File: src/verilog/mips_pkg.sv
/* shared widths and encodings for the logic-only MIPS32 subset
   alu codes follow the classic 8-bit operation selector layout */
package mips_pkg;

    // data path widths fixed by the instruction set
    typedef logic [31:0] word_t;
    typedef logic [31:0] inst_t;
    typedef logic [31:0] inst_addr_t;
    typedef logic [4:0]  reg_addr_t;
    typedef logic [7:0]  alu_op_t;

    // number of architectural registers
    localparam int REG_COUNT = 32;

    // alu operation selectors
    localparam alu_op_t ALU_NOP = 8'b0000_0000;
    localparam alu_op_t ALU_AND = 8'b0010_0100;
    localparam alu_op_t ALU_OR  = 8'b0010_0101;
    localparam alu_op_t ALU_XOR = 8'b0010_0110;
    localparam alu_op_t ALU_NOR = 8'b0010_0111;

    // primary opcodes, bits 31:26
    localparam logic [5:0] OP_SPECIAL = 6'b000000;
    localparam logic [5:0] OP_ANDI    = 6'b001100;
    localparam logic [5:0] OP_ORI     = 6'b001101;
    localparam logic [5:0] OP_XORI    = 6'b001110;
    localparam logic [5:0] OP_LUI     = 6'b001111;

    // SPECIAL function codes, bits 5:0
    localparam logic [5:0] FUNCT_AND = 6'b100100;
    localparam logic [5:0] FUNCT_OR  = 6'b100101;
    localparam logic [5:0] FUNCT_XOR = 6'b100110;
    localparam logic [5:0] FUNCT_NOR = 6'b100111;

    // register zero and the all-zero word
    localparam reg_addr_t NOP_REG_ADDR = 5'd0;
    localparam word_t     ZERO_WORD    = 32'h0000_0000;

endpackage

File: src/verilog/fetch_stage.sv
`timescale 1ns/1ps
/* rom is combinational, inst_i must be valid in the cycle inst_ce_o is high
   no stall input, the pc advances by 4 every enabled cycle */
module fetch_stage (
    input  logic                 clk_i,
    input  logic                 arst_n_i,
    input  mips_pkg::inst_t      inst_i,
    output mips_pkg::inst_addr_t inst_addr_o,
    output logic                 inst_ce_o,
    output mips_pkg::inst_t      if_inst_o
);

    // pc and rom enable
    always_ff @(posedge clk_i or negedge arst_n_i) begin
        if (!arst_n_i) begin
            inst_ce_o   <= 1'b0;
            inst_addr_o <= '0;
        end else begin
            // enable comes up on the first edge after reset
            inst_ce_o <= 1'b1;
            // pc holds 0 for the first enabled cycle
            if (inst_ce_o) begin
                inst_addr_o <= inst_addr_o + 32'd4;
            end
        end
    end

    // fetch to decode latch
    // an all-zero word decodes as an invalid SPECIAL, i.e. a bubble
    always_ff @(posedge clk_i or negedge arst_n_i) begin
        if (!arst_n_i) begin
            if_inst_o <= '0;
        end else if (inst_ce_o) begin
            if_inst_o <= inst_i;
        end else begin
            if_inst_o <= '0;
        end
    end

endmodule

File: src/verilog/id.sv
`timescale 1ns/1ps
/* decodes ori/andi/xori/lui and SPECIAL and/or/xor/nor only
   other encodings become bubbles; writes to register zero are dropped here */
module id (
    input  mips_pkg::inst_t     if_inst_i,
    input  mips_pkg::word_t     reg1_data_i,
    input  mips_pkg::word_t     reg2_data_i,
    input  logic                ex_wreg_i,
    input  mips_pkg::reg_addr_t ex_wd_i,
    input  mips_pkg::word_t     ex_wdata_i,
    input  logic                mem_wreg_i,
    input  mips_pkg::reg_addr_t mem_wd_i,
    input  mips_pkg::word_t     mem_wdata_i,
    output logic                reg1_read_o,
    output logic                reg2_read_o,
    output mips_pkg::reg_addr_t reg1_addr_o,
    output mips_pkg::reg_addr_t reg2_addr_o,
    output mips_pkg::alu_op_t   aluop_o,
    output mips_pkg::word_t     reg1_o,
    output mips_pkg::word_t     reg2_o,
    output mips_pkg::reg_addr_t wd_o,
    output logic                wreg_o
);

    // instruction fields
    logic [5:0] op;
    logic [4:0] shamt;
    logic [5:0] funct;
    assign op    = if_inst_i[31:26];
    assign shamt = if_inst_i[10:6];
    assign funct = if_inst_i[5:0];

    mips_pkg::word_t imm;
    logic            inst_valid;

    // operand source, ex forward wins over mem forward
    function automatic mips_pkg::word_t pick_operand(
        input logic                rd_en,
        input mips_pkg::reg_addr_t addr,
        input mips_pkg::word_t     rf_data,
        input mips_pkg::word_t     imm_val,
        input logic                ex_we,
        input mips_pkg::reg_addr_t ex_addr,
        input mips_pkg::word_t     ex_data,
        input logic                mem_we,
        input mips_pkg::reg_addr_t mem_addr,
        input mips_pkg::word_t     mem_data
    );
        if (rd_en && ex_we && (ex_addr == addr)) begin
            return ex_data;
        end else if (rd_en && mem_we && (mem_addr == addr)) begin
            return mem_data;
        end else if (rd_en) begin
            return rf_data;
        end
        // port not read, take the immediate
        return imm_val;
    endfunction

    always_comb begin
        // defaults describe a bubble
        aluop_o     = mips_pkg::ALU_NOP;
        inst_valid  = 1'b0;
        reg1_read_o = 1'b0;
        reg2_read_o = 1'b0;
        reg1_addr_o = if_inst_i[25:21];
        reg2_addr_o = if_inst_i[20:16];
        wd_o        = if_inst_i[15:11];
        imm         = mips_pkg::ZERO_WORD;

        case (op)
            mips_pkg::OP_SPECIAL: begin
                // shamt must be zero for the logic forms
                if (shamt == 5'd0) begin
                    reg1_read_o = 1'b1;
                    reg2_read_o = 1'b1;
                    inst_valid  = 1'b1;
                    case (funct)
                        mips_pkg::FUNCT_AND: aluop_o = mips_pkg::ALU_AND;
                        mips_pkg::FUNCT_OR:  aluop_o = mips_pkg::ALU_OR;
                        mips_pkg::FUNCT_XOR: aluop_o = mips_pkg::ALU_XOR;
                        mips_pkg::FUNCT_NOR: aluop_o = mips_pkg::ALU_NOR;
                        default: begin
                            reg1_read_o = 1'b0;
                            reg2_read_o = 1'b0;
                            inst_valid  = 1'b0;
                        end
                    endcase
                end
            end
            mips_pkg::OP_ORI, mips_pkg::OP_ANDI, mips_pkg::OP_XORI: begin
                // rs op zero-extended imm, result to rt
                reg1_read_o = 1'b1;
                wd_o        = if_inst_i[20:16];
                imm         = {16'h0000, if_inst_i[15:0]};
                inst_valid  = 1'b1;
                if (op == mips_pkg::OP_ORI) begin
                    aluop_o = mips_pkg::ALU_OR;
                end else if (op == mips_pkg::OP_ANDI) begin
                    aluop_o = mips_pkg::ALU_AND;
                end else begin
                    aluop_o = mips_pkg::ALU_XOR;
                end
            end
            mips_pkg::OP_LUI: begin
                // lui is $0 | (imm << 16)
                aluop_o     = mips_pkg::ALU_OR;
                reg1_read_o = 1'b1;
                reg1_addr_o = mips_pkg::NOP_REG_ADDR;
                wd_o        = if_inst_i[20:16];
                imm         = {if_inst_i[15:0], 16'h0000};
                inst_valid  = 1'b1;
            end
            default: begin
            end
        endcase
    end

    // no write to $0, so forwarding never matches it
    assign wreg_o = inst_valid && (wd_o != mips_pkg::NOP_REG_ADDR);

    always_comb begin
        reg1_o = pick_operand(reg1_read_o, reg1_addr_o, reg1_data_i, imm,
                              ex_wreg_i, ex_wd_i, ex_wdata_i,
                              mem_wreg_i, mem_wd_i, mem_wdata_i);
        reg2_o = pick_operand(reg2_read_o, reg2_addr_o, reg2_data_i, imm,
                              ex_wreg_i, ex_wd_i, ex_wdata_i,
                              mem_wreg_i, mem_wd_i, mem_wdata_i);
    end

endmodule

File: src/verilog/regfile.sv
`timescale 1ns/1ps
/* 32 x 32 register file, register zero always reads 0
   a write in the same cycle as a read of that address is seen by the read */
module regfile (
    input  logic                clk_i,
    input  logic                arst_n_i,
    input  logic                we_i,
    input  mips_pkg::reg_addr_t waddr_i,
    input  mips_pkg::word_t     wdata_i,
    input  logic                re1_i,
    input  mips_pkg::reg_addr_t raddr1_i,
    output mips_pkg::word_t     rdata1_o,
    input  logic                re2_i,
    input  mips_pkg::reg_addr_t raddr2_i,
    output mips_pkg::word_t     rdata2_o
);

    mips_pkg::word_t regs [mips_pkg::REG_COUNT];

    // write port, $0 is never stored
    always_ff @(posedge clk_i or negedge arst_n_i) begin
        if (!arst_n_i) begin
            for (int i = 0; i < mips_pkg::REG_COUNT; i++) begin
                regs[i] <= mips_pkg::ZERO_WORD;
            end
        end else if (we_i && (waddr_i != mips_pkg::NOP_REG_ADDR)) begin
            regs[waddr_i] <= wdata_i;
        end
    end

    // both read ports share one description
    logic [1:0]                     re_v;
    mips_pkg::reg_addr_t [1:0]      raddr_v;
    mips_pkg::word_t [1:0]          rdata_v;

    assign re_v    = {re2_i, re1_i};
    assign raddr_v = {raddr2_i, raddr1_i};

    for (genvar p = 0; p < 2; p++) begin : g_rd_port
        always_comb begin
            if (!re_v[p] || (raddr_v[p] == mips_pkg::NOP_REG_ADDR)) begin
                rdata_v[p] = mips_pkg::ZERO_WORD;
            end else if (we_i && (waddr_i == raddr_v[p])) begin
                // writeback bypass for distance 3
                rdata_v[p] = wdata_i;
            end else begin
                rdata_v[p] = regs[raddr_v[p]];
            end
        end
    end

    assign rdata1_o = rdata_v[0];
    assign rdata2_o = rdata_v[1];

endmodule

File: src/verilog/ex_stage.sv
`timescale 1ns/1ps
/* decode-to-execute latch plus the logic alu; outputs are combinational
   from the latch and feed both the ex forward path and mem */
module ex_stage (
    input  logic                clk_i,
    input  logic                arst_n_i,
    input  mips_pkg::alu_op_t   aluop_i,
    input  mips_pkg::word_t     reg1_i,
    input  mips_pkg::word_t     reg2_i,
    input  mips_pkg::reg_addr_t wd_i,
    input  logic                wreg_i,
    output logic                ex_wreg_o,
    output mips_pkg::reg_addr_t ex_wd_o,
    output mips_pkg::word_t     ex_wdata_o
);

    mips_pkg::alu_op_t   aluop_q;
    logic                wreg_q;
    mips_pkg::word_t     reg1_q;
    mips_pkg::word_t     reg2_q;
    mips_pkg::reg_addr_t wd_q;

    // control, reset to a bubble
    always_ff @(posedge clk_i or negedge arst_n_i) begin
        if (!arst_n_i) begin
            aluop_q <= mips_pkg::ALU_NOP;
            wreg_q  <= 1'b0;
        end else begin
            aluop_q <= aluop_i;
            wreg_q  <= wreg_i;
        end
    end

    // operands and destination
    always_ff @(posedge clk_i) begin
        reg1_q <= reg1_i;
        reg2_q <= reg2_i;
        wd_q   <= wd_i;
    end

    // logic alu
    always_comb begin
        case (aluop_q)
            mips_pkg::ALU_OR:  ex_wdata_o = reg1_q | reg2_q;
            mips_pkg::ALU_AND: ex_wdata_o = reg1_q & reg2_q;
            mips_pkg::ALU_XOR: ex_wdata_o = reg1_q ^ reg2_q;
            mips_pkg::ALU_NOR: ex_wdata_o = ~(reg1_q | reg2_q);
            // nop and anything unknown give zero
            default:           ex_wdata_o = mips_pkg::ZERO_WORD;
        endcase
    end

    assign ex_wreg_o = wreg_q;
    assign ex_wd_o   = wd_q;

endmodule

File: src/verilog/mem_wb_stage.sv
`timescale 1ns/1ps
/* two latch ranks, no data memory yet; rank 1 feeds the mem forward,
   rank 2 is the register file write port and the retirement trace */
module mem_wb_stage (
    input  logic                clk_i,
    input  logic                arst_n_i,
    input  logic                ex_wreg_i,
    input  mips_pkg::reg_addr_t ex_wd_i,
    input  mips_pkg::word_t     ex_wdata_i,
    output logic                mem_wreg_o,
    output mips_pkg::reg_addr_t mem_wd_o,
    output mips_pkg::word_t     mem_wdata_o,
    output logic                wb_we_o,
    output mips_pkg::reg_addr_t wb_waddr_o,
    output mips_pkg::word_t     wb_wdata_o
);

    // write enables of both ranks
    always_ff @(posedge clk_i or negedge arst_n_i) begin
        if (!arst_n_i) begin
            mem_wreg_o <= 1'b0;
            wb_we_o    <= 1'b0;
        end else begin
            mem_wreg_o <= ex_wreg_i;
            wb_we_o    <= mem_wreg_o;
        end
    end

    // address and data, load/store would hook in between these ranks
    always_ff @(posedge clk_i) begin
        mem_wd_o    <= ex_wd_i;
        mem_wdata_o <= ex_wdata_i;
        wb_waddr_o  <= mem_wd_o;
        wb_wdata_o  <= mem_wdata_o;
    end

endmodule

File: src/verilog/mips_core.sv
`timescale 1ns/1ps
/* five-stage logic-subset core, no stalls and no back-pressure
   an instruction fetched in cycle N retires on wb_* in cycle N+4 */
module mips_core (
    input  logic                 clk_i,
    input  logic                 arst_n_i,
    input  mips_pkg::inst_t      inst_i,
    output mips_pkg::inst_addr_t inst_addr_o,
    output logic                 inst_ce_o,
    output logic                 wb_we_o,
    output mips_pkg::reg_addr_t  wb_waddr_o,
    output mips_pkg::word_t      wb_wdata_o
);

    // fetch to decode
    mips_pkg::inst_t     if_inst;
    // decode and register file
    logic                reg1_read;
    logic                reg2_read;
    mips_pkg::reg_addr_t reg1_addr;
    mips_pkg::reg_addr_t reg2_addr;
    mips_pkg::word_t     reg1_data;
    mips_pkg::word_t     reg2_data;
    // decode to execute
    mips_pkg::alu_op_t   aluop;
    mips_pkg::word_t     reg1;
    mips_pkg::word_t     reg2;
    mips_pkg::reg_addr_t wd;
    logic                wreg;
    // forward paths
    logic                ex_wreg;
    mips_pkg::reg_addr_t ex_wd;
    mips_pkg::word_t     ex_wdata;
    logic                mem_wreg;
    mips_pkg::reg_addr_t mem_wd;
    mips_pkg::word_t     mem_wdata;

    fetch_stage u_fetch (
        .clk_i       (clk_i),
        .arst_n_i    (arst_n_i),
        .inst_i      (inst_i),
        .inst_addr_o (inst_addr_o),
        .inst_ce_o   (inst_ce_o),
        .if_inst_o   (if_inst)
    );

    id u_id (
        .if_inst_i   (if_inst),
        .reg1_data_i (reg1_data),
        .reg2_data_i (reg2_data),
        .ex_wreg_i   (ex_wreg),
        .ex_wd_i     (ex_wd),
        .ex_wdata_i  (ex_wdata),
        .mem_wreg_i  (mem_wreg),
        .mem_wd_i    (mem_wd),
        .mem_wdata_i (mem_wdata),
        .reg1_read_o (reg1_read),
        .reg2_read_o (reg2_read),
        .reg1_addr_o (reg1_addr),
        .reg2_addr_o (reg2_addr),
        .aluop_o     (aluop),
        .reg1_o      (reg1),
        .reg2_o      (reg2),
        .wd_o        (wd),
        .wreg_o      (wreg)
    );

    regfile u_regfile (
        .clk_i    (clk_i),
        .arst_n_i (arst_n_i),
        .we_i     (wb_we_o),
        .waddr_i  (wb_waddr_o),
        .wdata_i  (wb_wdata_o),
        .re1_i    (reg1_read),
        .raddr1_i (reg1_addr),
        .rdata1_o (reg1_data),
        .re2_i    (reg2_read),
        .raddr2_i (reg2_addr),
        .rdata2_o (reg2_data)
    );

    ex_stage u_ex (
        .clk_i      (clk_i),
        .arst_n_i   (arst_n_i),
        .aluop_i    (aluop),
        .reg1_i     (reg1),
        .reg2_i     (reg2),
        .wd_i       (wd),
        .wreg_i     (wreg),
        .ex_wreg_o  (ex_wreg),
        .ex_wd_o    (ex_wd),
        .ex_wdata_o (ex_wdata)
    );

    mem_wb_stage u_mem_wb (
        .clk_i       (clk_i),
        .arst_n_i    (arst_n_i),
        .ex_wreg_i   (ex_wreg),
        .ex_wd_i     (ex_wd),
        .ex_wdata_i  (ex_wdata),
        .mem_wreg_o  (mem_wreg),
        .mem_wd_o    (mem_wd),
        .mem_wdata_o (mem_wdata),
        .wb_we_o     (wb_we_o),
        .wb_waddr_o  (wb_waddr_o),
        .wb_wdata_o  (wb_wdata_o)
    );

endmodule

File: config.mk
export PLATFORM = sky130hd
export DESIGN_NAME = mips_core
export DESIGN_NICKNAME = d
export VERILOG_FILES = /design/src/verilog/mips_pkg.sv /design/src/verilog/fetch_stage.sv /design/src/verilog/id.sv /design/src/verilog/regfile.sv /design/src/verilog/ex_stage.sv /design/src/verilog/mem_wb_stage.sv /design/src/verilog/mips_core.sv
export SDC_FILE = /design/constraint.sdc
export NUM_CORES = 2
export LEC_CHECK = 0
export BUFFER_PORTS_ARGS = -buffer_cell sky130_fd_sc_hd__buf_4
export CAP_MARGIN = 30
export CORE_MARGIN = 5
export CORE_UTILIZATION = 40
export CTS_CLUSTER_SIZE = 16
export DETAILED_ROUTE_END_ITERATION = 8
export HOLD_SLACK_MARGIN = 0.08
export PLACE_DENSITY = 0.66
export SLEW_MARGIN = 20
export SYNTH_ARGS = -nofsm -noshare
export SYNTH_HDL_FRONTEND = slang
export SYNTH_SLANG_ARGS = --single-unit
File: constraint.sdc
create_clock -name clk_i -period 5.11 [get_ports clk_i]
set_input_delay 0.7665 -clock clk_i [delete_from_list [all_inputs] [get_ports clk_i]]
set_output_delay 0.7665 -clock clk_i [all_outputs]
set_load 0.02 [all_outputs]
* Word level (Yosys, flattened, before mapping)
Cells that the tools add are included.
** Storage, ports and cells
- Flip-flop bits (word level) :: 1243
- Input port bits :: 34
- Output and inout port bits :: 71
** Operators by class
- $add $sub $neg :: 1
- $lt $le $gt $ge :: 4
- Equality and inequality tests :: 18
- Multiplexer cells :: 41
- Bitwise gates (word level) :: 7
- Reduce and logical (&&, ||, !) cells :: 26
** Operators with widths (number)
- $bwmux 1024 :: 1
- $mux 32 :: 18
- $bmux 32 s5 :: 2
- $demux 32 s5 :: 1
- $pmux 32 s4 :: 1
- $pmux 32 s2 :: 1
- $add 32x3->32 const B :: 1
- $and 32x32->32 :: 1
- $eq 8x6->1 const B :: 4
- $not 32->32 :: 1
- $or 32x32->32 :: 1
- $xor 32x32->32 :: 1
- $eq 5x5->1 :: 6
- $eq 6x4->1 const B :: 4
- $eq 6x6->1 const B :: 4
- $pmux 6 s4 :: 1
- $pmux 8 s3 :: 1
- $ge 6x6->1 const B :: 3
- $not 5->6 :: 3
- $mux 8 :: 2
- $logic_not 5->1 :: 3
- $logic_and 1x1->1 :: 13
- $mux 5 :: 2
- $reduce_bool 5->1 :: 2
- 9 further kinds :: 20

* Longest topological paths before layout
- Depth after elaboration :: 12
- Gate-level depth with buffers :: 12

* Cells and area by module
Synthesis repeated with hierarchy kept, for this count alone.
** Second synthesis, totals
- Cell total of the unflattened synthesis :: 4828
- Area, all modules :: 65322.6 sq um
** Modules (own cells, without submodules)
- regfile :: instances 1, cells each 3846, area each 54972.7 sq um
- ex_stage :: instances 1, cells each 356, area each 3946.3 sq um
- fetch_stage :: instances 1, cells each 194, area each 2461.1 sq um
- id :: instances 1, cells each 356, area each 2411.1 sq um
- mem_wb_stage :: instances 1, cells each 76, area each 1531.5 sq um

* Least setup slack after synthesis
OpenSTA, ideal clock, no wires.
- Path kind :: reg-to-reg
- Start point :: reg u_fetch.if_inst_o[21]
- End point :: reg u_ex.reg1_q[24]
- Setup time :: 116 ps
- Arrival :: 2222 ps
- Data required time :: 4994 ps
- Setup slack :: 2772 ps
- Stages on the path, launching flop included :: 11
- Period minus slack after synthesis :: 2338 ps
- Path through :: dfrtp_1 -> buf_6 -> buf_6 -> buf_4 -> buf_2 -> mux4_2 -> o21ai_0 -> o21ai_0 -> a211oi_1 -> nand4_1 -> o211a_1
** Between the ends
- Cells in the longest elaborated chain, start to end :: 11
- Elaborated cells on any way between the ends :: 21
** Ends and longest elaborated chain
- start: declaration :: RTL line fetch_stage.sv:10 : output mips_pkg::inst_t if_inst_o
- start signal: assignment :: RTL line fetch_stage.sv:34 : if_inst_o <= inst_i;
- $mux 5 (*) :: RTL line id.sv:71 : case (op)
- $not 5->6 (implied by the code) :: RTL line regfile.sv:47 : rdata_v[p] = regs[raddr_v[p]];
- $bmux 32 s5 :: RTL line regfile.sv:47
- $mux 32 (implied by the code) (2 in series) :: RTL line regfile.sv:47
- $mux 32 :: RTL line regfile.sv:43 : end else if (we_i && (waddr_i == raddr_v[p])) begin
- $mux 32 :: RTL line regfile.sv:41 : if (!re_v[p] || (raddr_v[p] == mips_pkg::NOP_REG_ADDR)) begin
- $mux 32 :: RTL line id.sv:53 : end else if (rd_en) begin
- $mux 32 :: RTL line id.sv:51 : end else if (rd_en && mem_we && (mem_addr == addr)) begin
- $mux 32 :: RTL line id.sv:49 : if (rd_en && ex_we && (ex_addr == addr)) begin
- $mux 32 (*) :: RTL line id.sv:57 : return imm_val;
- via reg1[24] :: RTL line mips_core.sv:26 : mips_pkg::word_t reg1;
- end signal: assignment :: RTL line ex_stage.sv:36 : reg1_q <= reg1_i;
- end: declaration :: RTL line ex_stage.sv:19 : mips_pkg::word_t reg1_q;
Mark *: on every way through the listed nets, which the timed path passes. The rest lies on a longest branch. The select of a mux whose other input is x is not followed.
A chain may end at the register's enable or synchronous reset.

* Final worst setup path
- Start point :: reg u_fetch.if_inst_o[30]
- End point :: reg u_ex.reg1_q[4]
** Between the ends
- Cells in the longest elaborated chain, start to end :: 12
- Elaborated cells on any way between the ends :: 34
** Ends and longest elaborated chain (RTL line)
- $eq 6x4->1 :: id.sv:71
- $mux 5 :: id.sv:71
- $not 5->6 (implied by the code) :: regfile.sv:47
- $bmux 32 s5 :: regfile.sv:47
- $mux 32 (implied by the code) (2 in series) :: regfile.sv:47
- $mux 32 :: regfile.sv:43
- $mux 32 :: regfile.sv:41
- $mux 32 :: id.sv:53
- $mux 32 :: id.sv:51
- $mux 32 :: id.sv:49
- $mux 32 (*) :: id.sv:57
- via reg1[4] :: mips_core.sv:26
Marked as above.

==> impl_metrics.ini <==
[critical_path]
critical-path-slowest-cell = and4bb_1
end_kind = flip-flop
critPathTopFamily = simple AND/OR/NAND/NOR gates
path_cells = and4bb_1, nand2_2, a31oi_1, or2_2, nand2_1, buf_4, nor4_1, o22ai_1
worstSetupStartpointType = flip-flop
cp.required_ps = 5740
worstSetupPathType = reg -> reg
critPathMaxFanout = 29
worstPathArrival_ps = 4800
crit_buf_inv = 1
cpPeakStageDelay_ps = 950

[final_layout]
final_common_cell = dfrtp_1
final_cells = 7369
finalCoreUtilization = 0.451
final_cell_area_mm2 = 0.0733
fill_cells = 14588
drive_above_1_share = 0.379
syn2layout_area_growth_pct = 12.2
nets = 5171
seq_area_mm2 = 0.0303
multi_input_area_mm2 = 0.0325
final_cell_mix = 1,083 x dfrtp_1, 1,021 x mux2_2, 355 x mux4_2

[floorplanning]
start_util = 0.402
rows = 148
coreArea_mm2 = 0.163
die_x_um = 414
fp.dieH_um = 414
dieArea_mm2 = 0.172
io_pins = 105

[power]
leakage_nw = 32.5
vdd_drop_max_mv = 0.332
finalPower_mw = 21.8
power_density_mw_per_mm2 = 297

[detailed_routing]
wl_per_cell_um = 31.7
wl_um = 234000
via_count = 47981
initialDrtViolationCount = 5824
viasPerCell = 6.51
antenna_left = 0
dr.pass1.iters = 8
post-route-drc-count = 0

[synthesis]
ys_warn_count = 0
ys_seq_area_frac = 0.462
synth-edff-count = 0
synthArstFlopShare = 0.884
synth_ff_type = dfrtp_1
syn_area_mm2 = 0.0654
ys_ff_latch = 1236
synth_cell_types = 83
syn_inst = 5167
avgSynthCellArea_um2 = 12.6

[sta]
finalSetupTns_ps = 0
setup_ws_ps = 937
rsz0062_at_grt = false
min_period_ps = 4170
finalSetupViolCount = 0
relSlewSlack = 0.214
skew_ps = 37.5
finalHoldViolations = 0
final_max_slew_viol_count = 0
timing.hold.ws_ps = 186
worstMarginPinSlew_ps = 1160
finalCritPeriodShare = 0.817
max_freq_mhz = 240

[clock_tree]
cts_sinks = 1236
post_cts_resized = 0
cts_root_buf = clkbuf_16
cts_inserted_buffers = 137
clk_latency_ps = 790
clk_pin_slew_ps = 60
h-tree-depth = 4
cts_tree = built
post_cts_buffers = 0
cts_buffer_depth = 3

[outcome]
status = completed

[place]
dp_hpwl_um = 140000
io_buffers = 102
dp.cells = 7102
place_congestion = 0.954
postPlaceCellArea_mm2 = 0.0685
place_ws_ps = 1200

[grt]
first_global_vias = 48593
grt_pass1_wl_um = 340000
grt_max_degree = 117
top_usage_layer = met2
met1_usage = 0.337
use_met3 = 0.0894
antenna_found_initial = 13
overflow = 0
grt.total_usage = 0.265
grt.met2_usage = 0.395

[job]
drv_cap = 0

[hold_path]
hold_class = in -> reg
sequential cells by signal, indices dropped and copies added (netlist names), 30 cells and up:
register / count
u_fetch.if_inst_o: 32
u_mem_wb.mem_wdata_o: 32
u_regfile.regs: 1024
u_ex.reg2_q: 32
u_ex.reg1_q: 32
u_mem_wb.wb_wdata_o: 32
u_fetch.inst_addr_o: 30
synth_stat cells (20+ instances only):
library cell	n	area share
o221ai_1	29	0.0039
nand3_1	34	0.0026
a21oi_1	171	0.013
ha_1	65	0.012
xnor2_1	29	0.0039
clkbuf_1	297	0.017
buf_6	27	0.0047
a222oi_1	35	0.0054
mux2i_1	226	0.035
a221oi_1	70	0.0094
o211a_1	26	0.0040
and3_1	29	0.0028
buf_2	99	0.0076
buf_4	45	0.0052
or3_1	21	0.0020
inv_1	131	0.0075
o211ai_1	45	0.0052
o21ai_0	225	0.017
a211oi_1	24	0.0028
mux2_2	1021	0.18
nand4_1	27	0.0026
a22oi_1	41	0.0047
mux4_2	355	0.12
nor3_1	35	0.0027
nor2_1	177	0.010
nand2_1	278	0.016
and2_1	40	0.0038
dfrtp_1	1093	0.42
o311ai_0	27	0.0036
buf_1	60	0.0034
dfxtp_1	143	0.044
a221o_1	20	0.0031
cells by family (layout without fill, tap and decap cells):
group / count (synthesis) / count (layout) / synth area share
muxes: 1602 / 1602 / 0.333
DFF: 1236 / 1236 / 0.462
AOI/OAI and AO/OA: 835 / 835 / 0.0890
and+or+nand+nor: 720 / 720 / 0.0514
buffers and inverters: 661 / 674 / 0.0456
adders and majority gates: 65 / 65 / 0.0124
xor gates and xnor gates: 46 / 46 / 0.00616
other: 2 / 16 / 0.000115
final cells by class:
type,instances,area share
Antenna cell,13,0.000444
Clock buffer,205,0.0555
Clock inverter,43,0.00846
Inverter,132,0.00676
Multi-Input combinational cell,3271,0.442
Sequential cell,1236,0.412
Tap cell,2175,0.0371
Timing Repair Buffer,294,0.0368
what timing repair did:
action / CTS / global route
hold buffers: 1 / 0
endpoints found under the setup margin: 0 / 0
endpoints found under the hold margin: 49 / 0
layer usage:
layer | vias to the layer above | part of all wire
li1 | 19179 | -
met1 | 24791 | 0.38
met2 | 3106 | 0.44
met3 | 901 | 0.12
met4 | 4 | 0.066
met5 | - | 0.00012
final timing paths:
| kind | endpoint | cells past startpoint | start | slack, ps |
|---|---|---|---|---|
| worst max-delay path | u_ex.reg1_q[4]$_DFF_P_ | 8 | u_fetch.if_inst_o[30]$_DFF_PN0_ | 940 |
| worst min-delay path | u_fetch.if_inst_o[20]$_DFF_PN0_ | 2 | inst_i[20] | 190 |
| worst max register to register | u_ex.reg1_q[4]$_DFF_P_ | 8 | u_fetch.if_inst_o[30]$_DFF_PN0_ | 940 |
| worst min register to register | u_mem_wb.wb_wdata_o[13]$_DFF_P_ | 0 | u_mem_wb.mem_wdata_o[13]$_DFF_P_ | 360 |
| max in group asynchronous | u_regfile.regs[877]$_DFFE_PN0P_ | 3 | arst_n_i | 3200 |
| min in group asynchronous | u_regfile.regs[741]$_DFFE_PN0P_ | 2 | arst_n_i | 670 |
report_power, final:
group / internal [mW] / total, mW / leakage [nW] / switching, mW
logic: 0.451 / 1.40 / 13.8 / 0.952
registers: 9.82 / 9.97 / 16.4 / 0.151
clock network: 6.22 / 10.4 / 2.31 / 4.18
(Power assumes the default switching activity.)
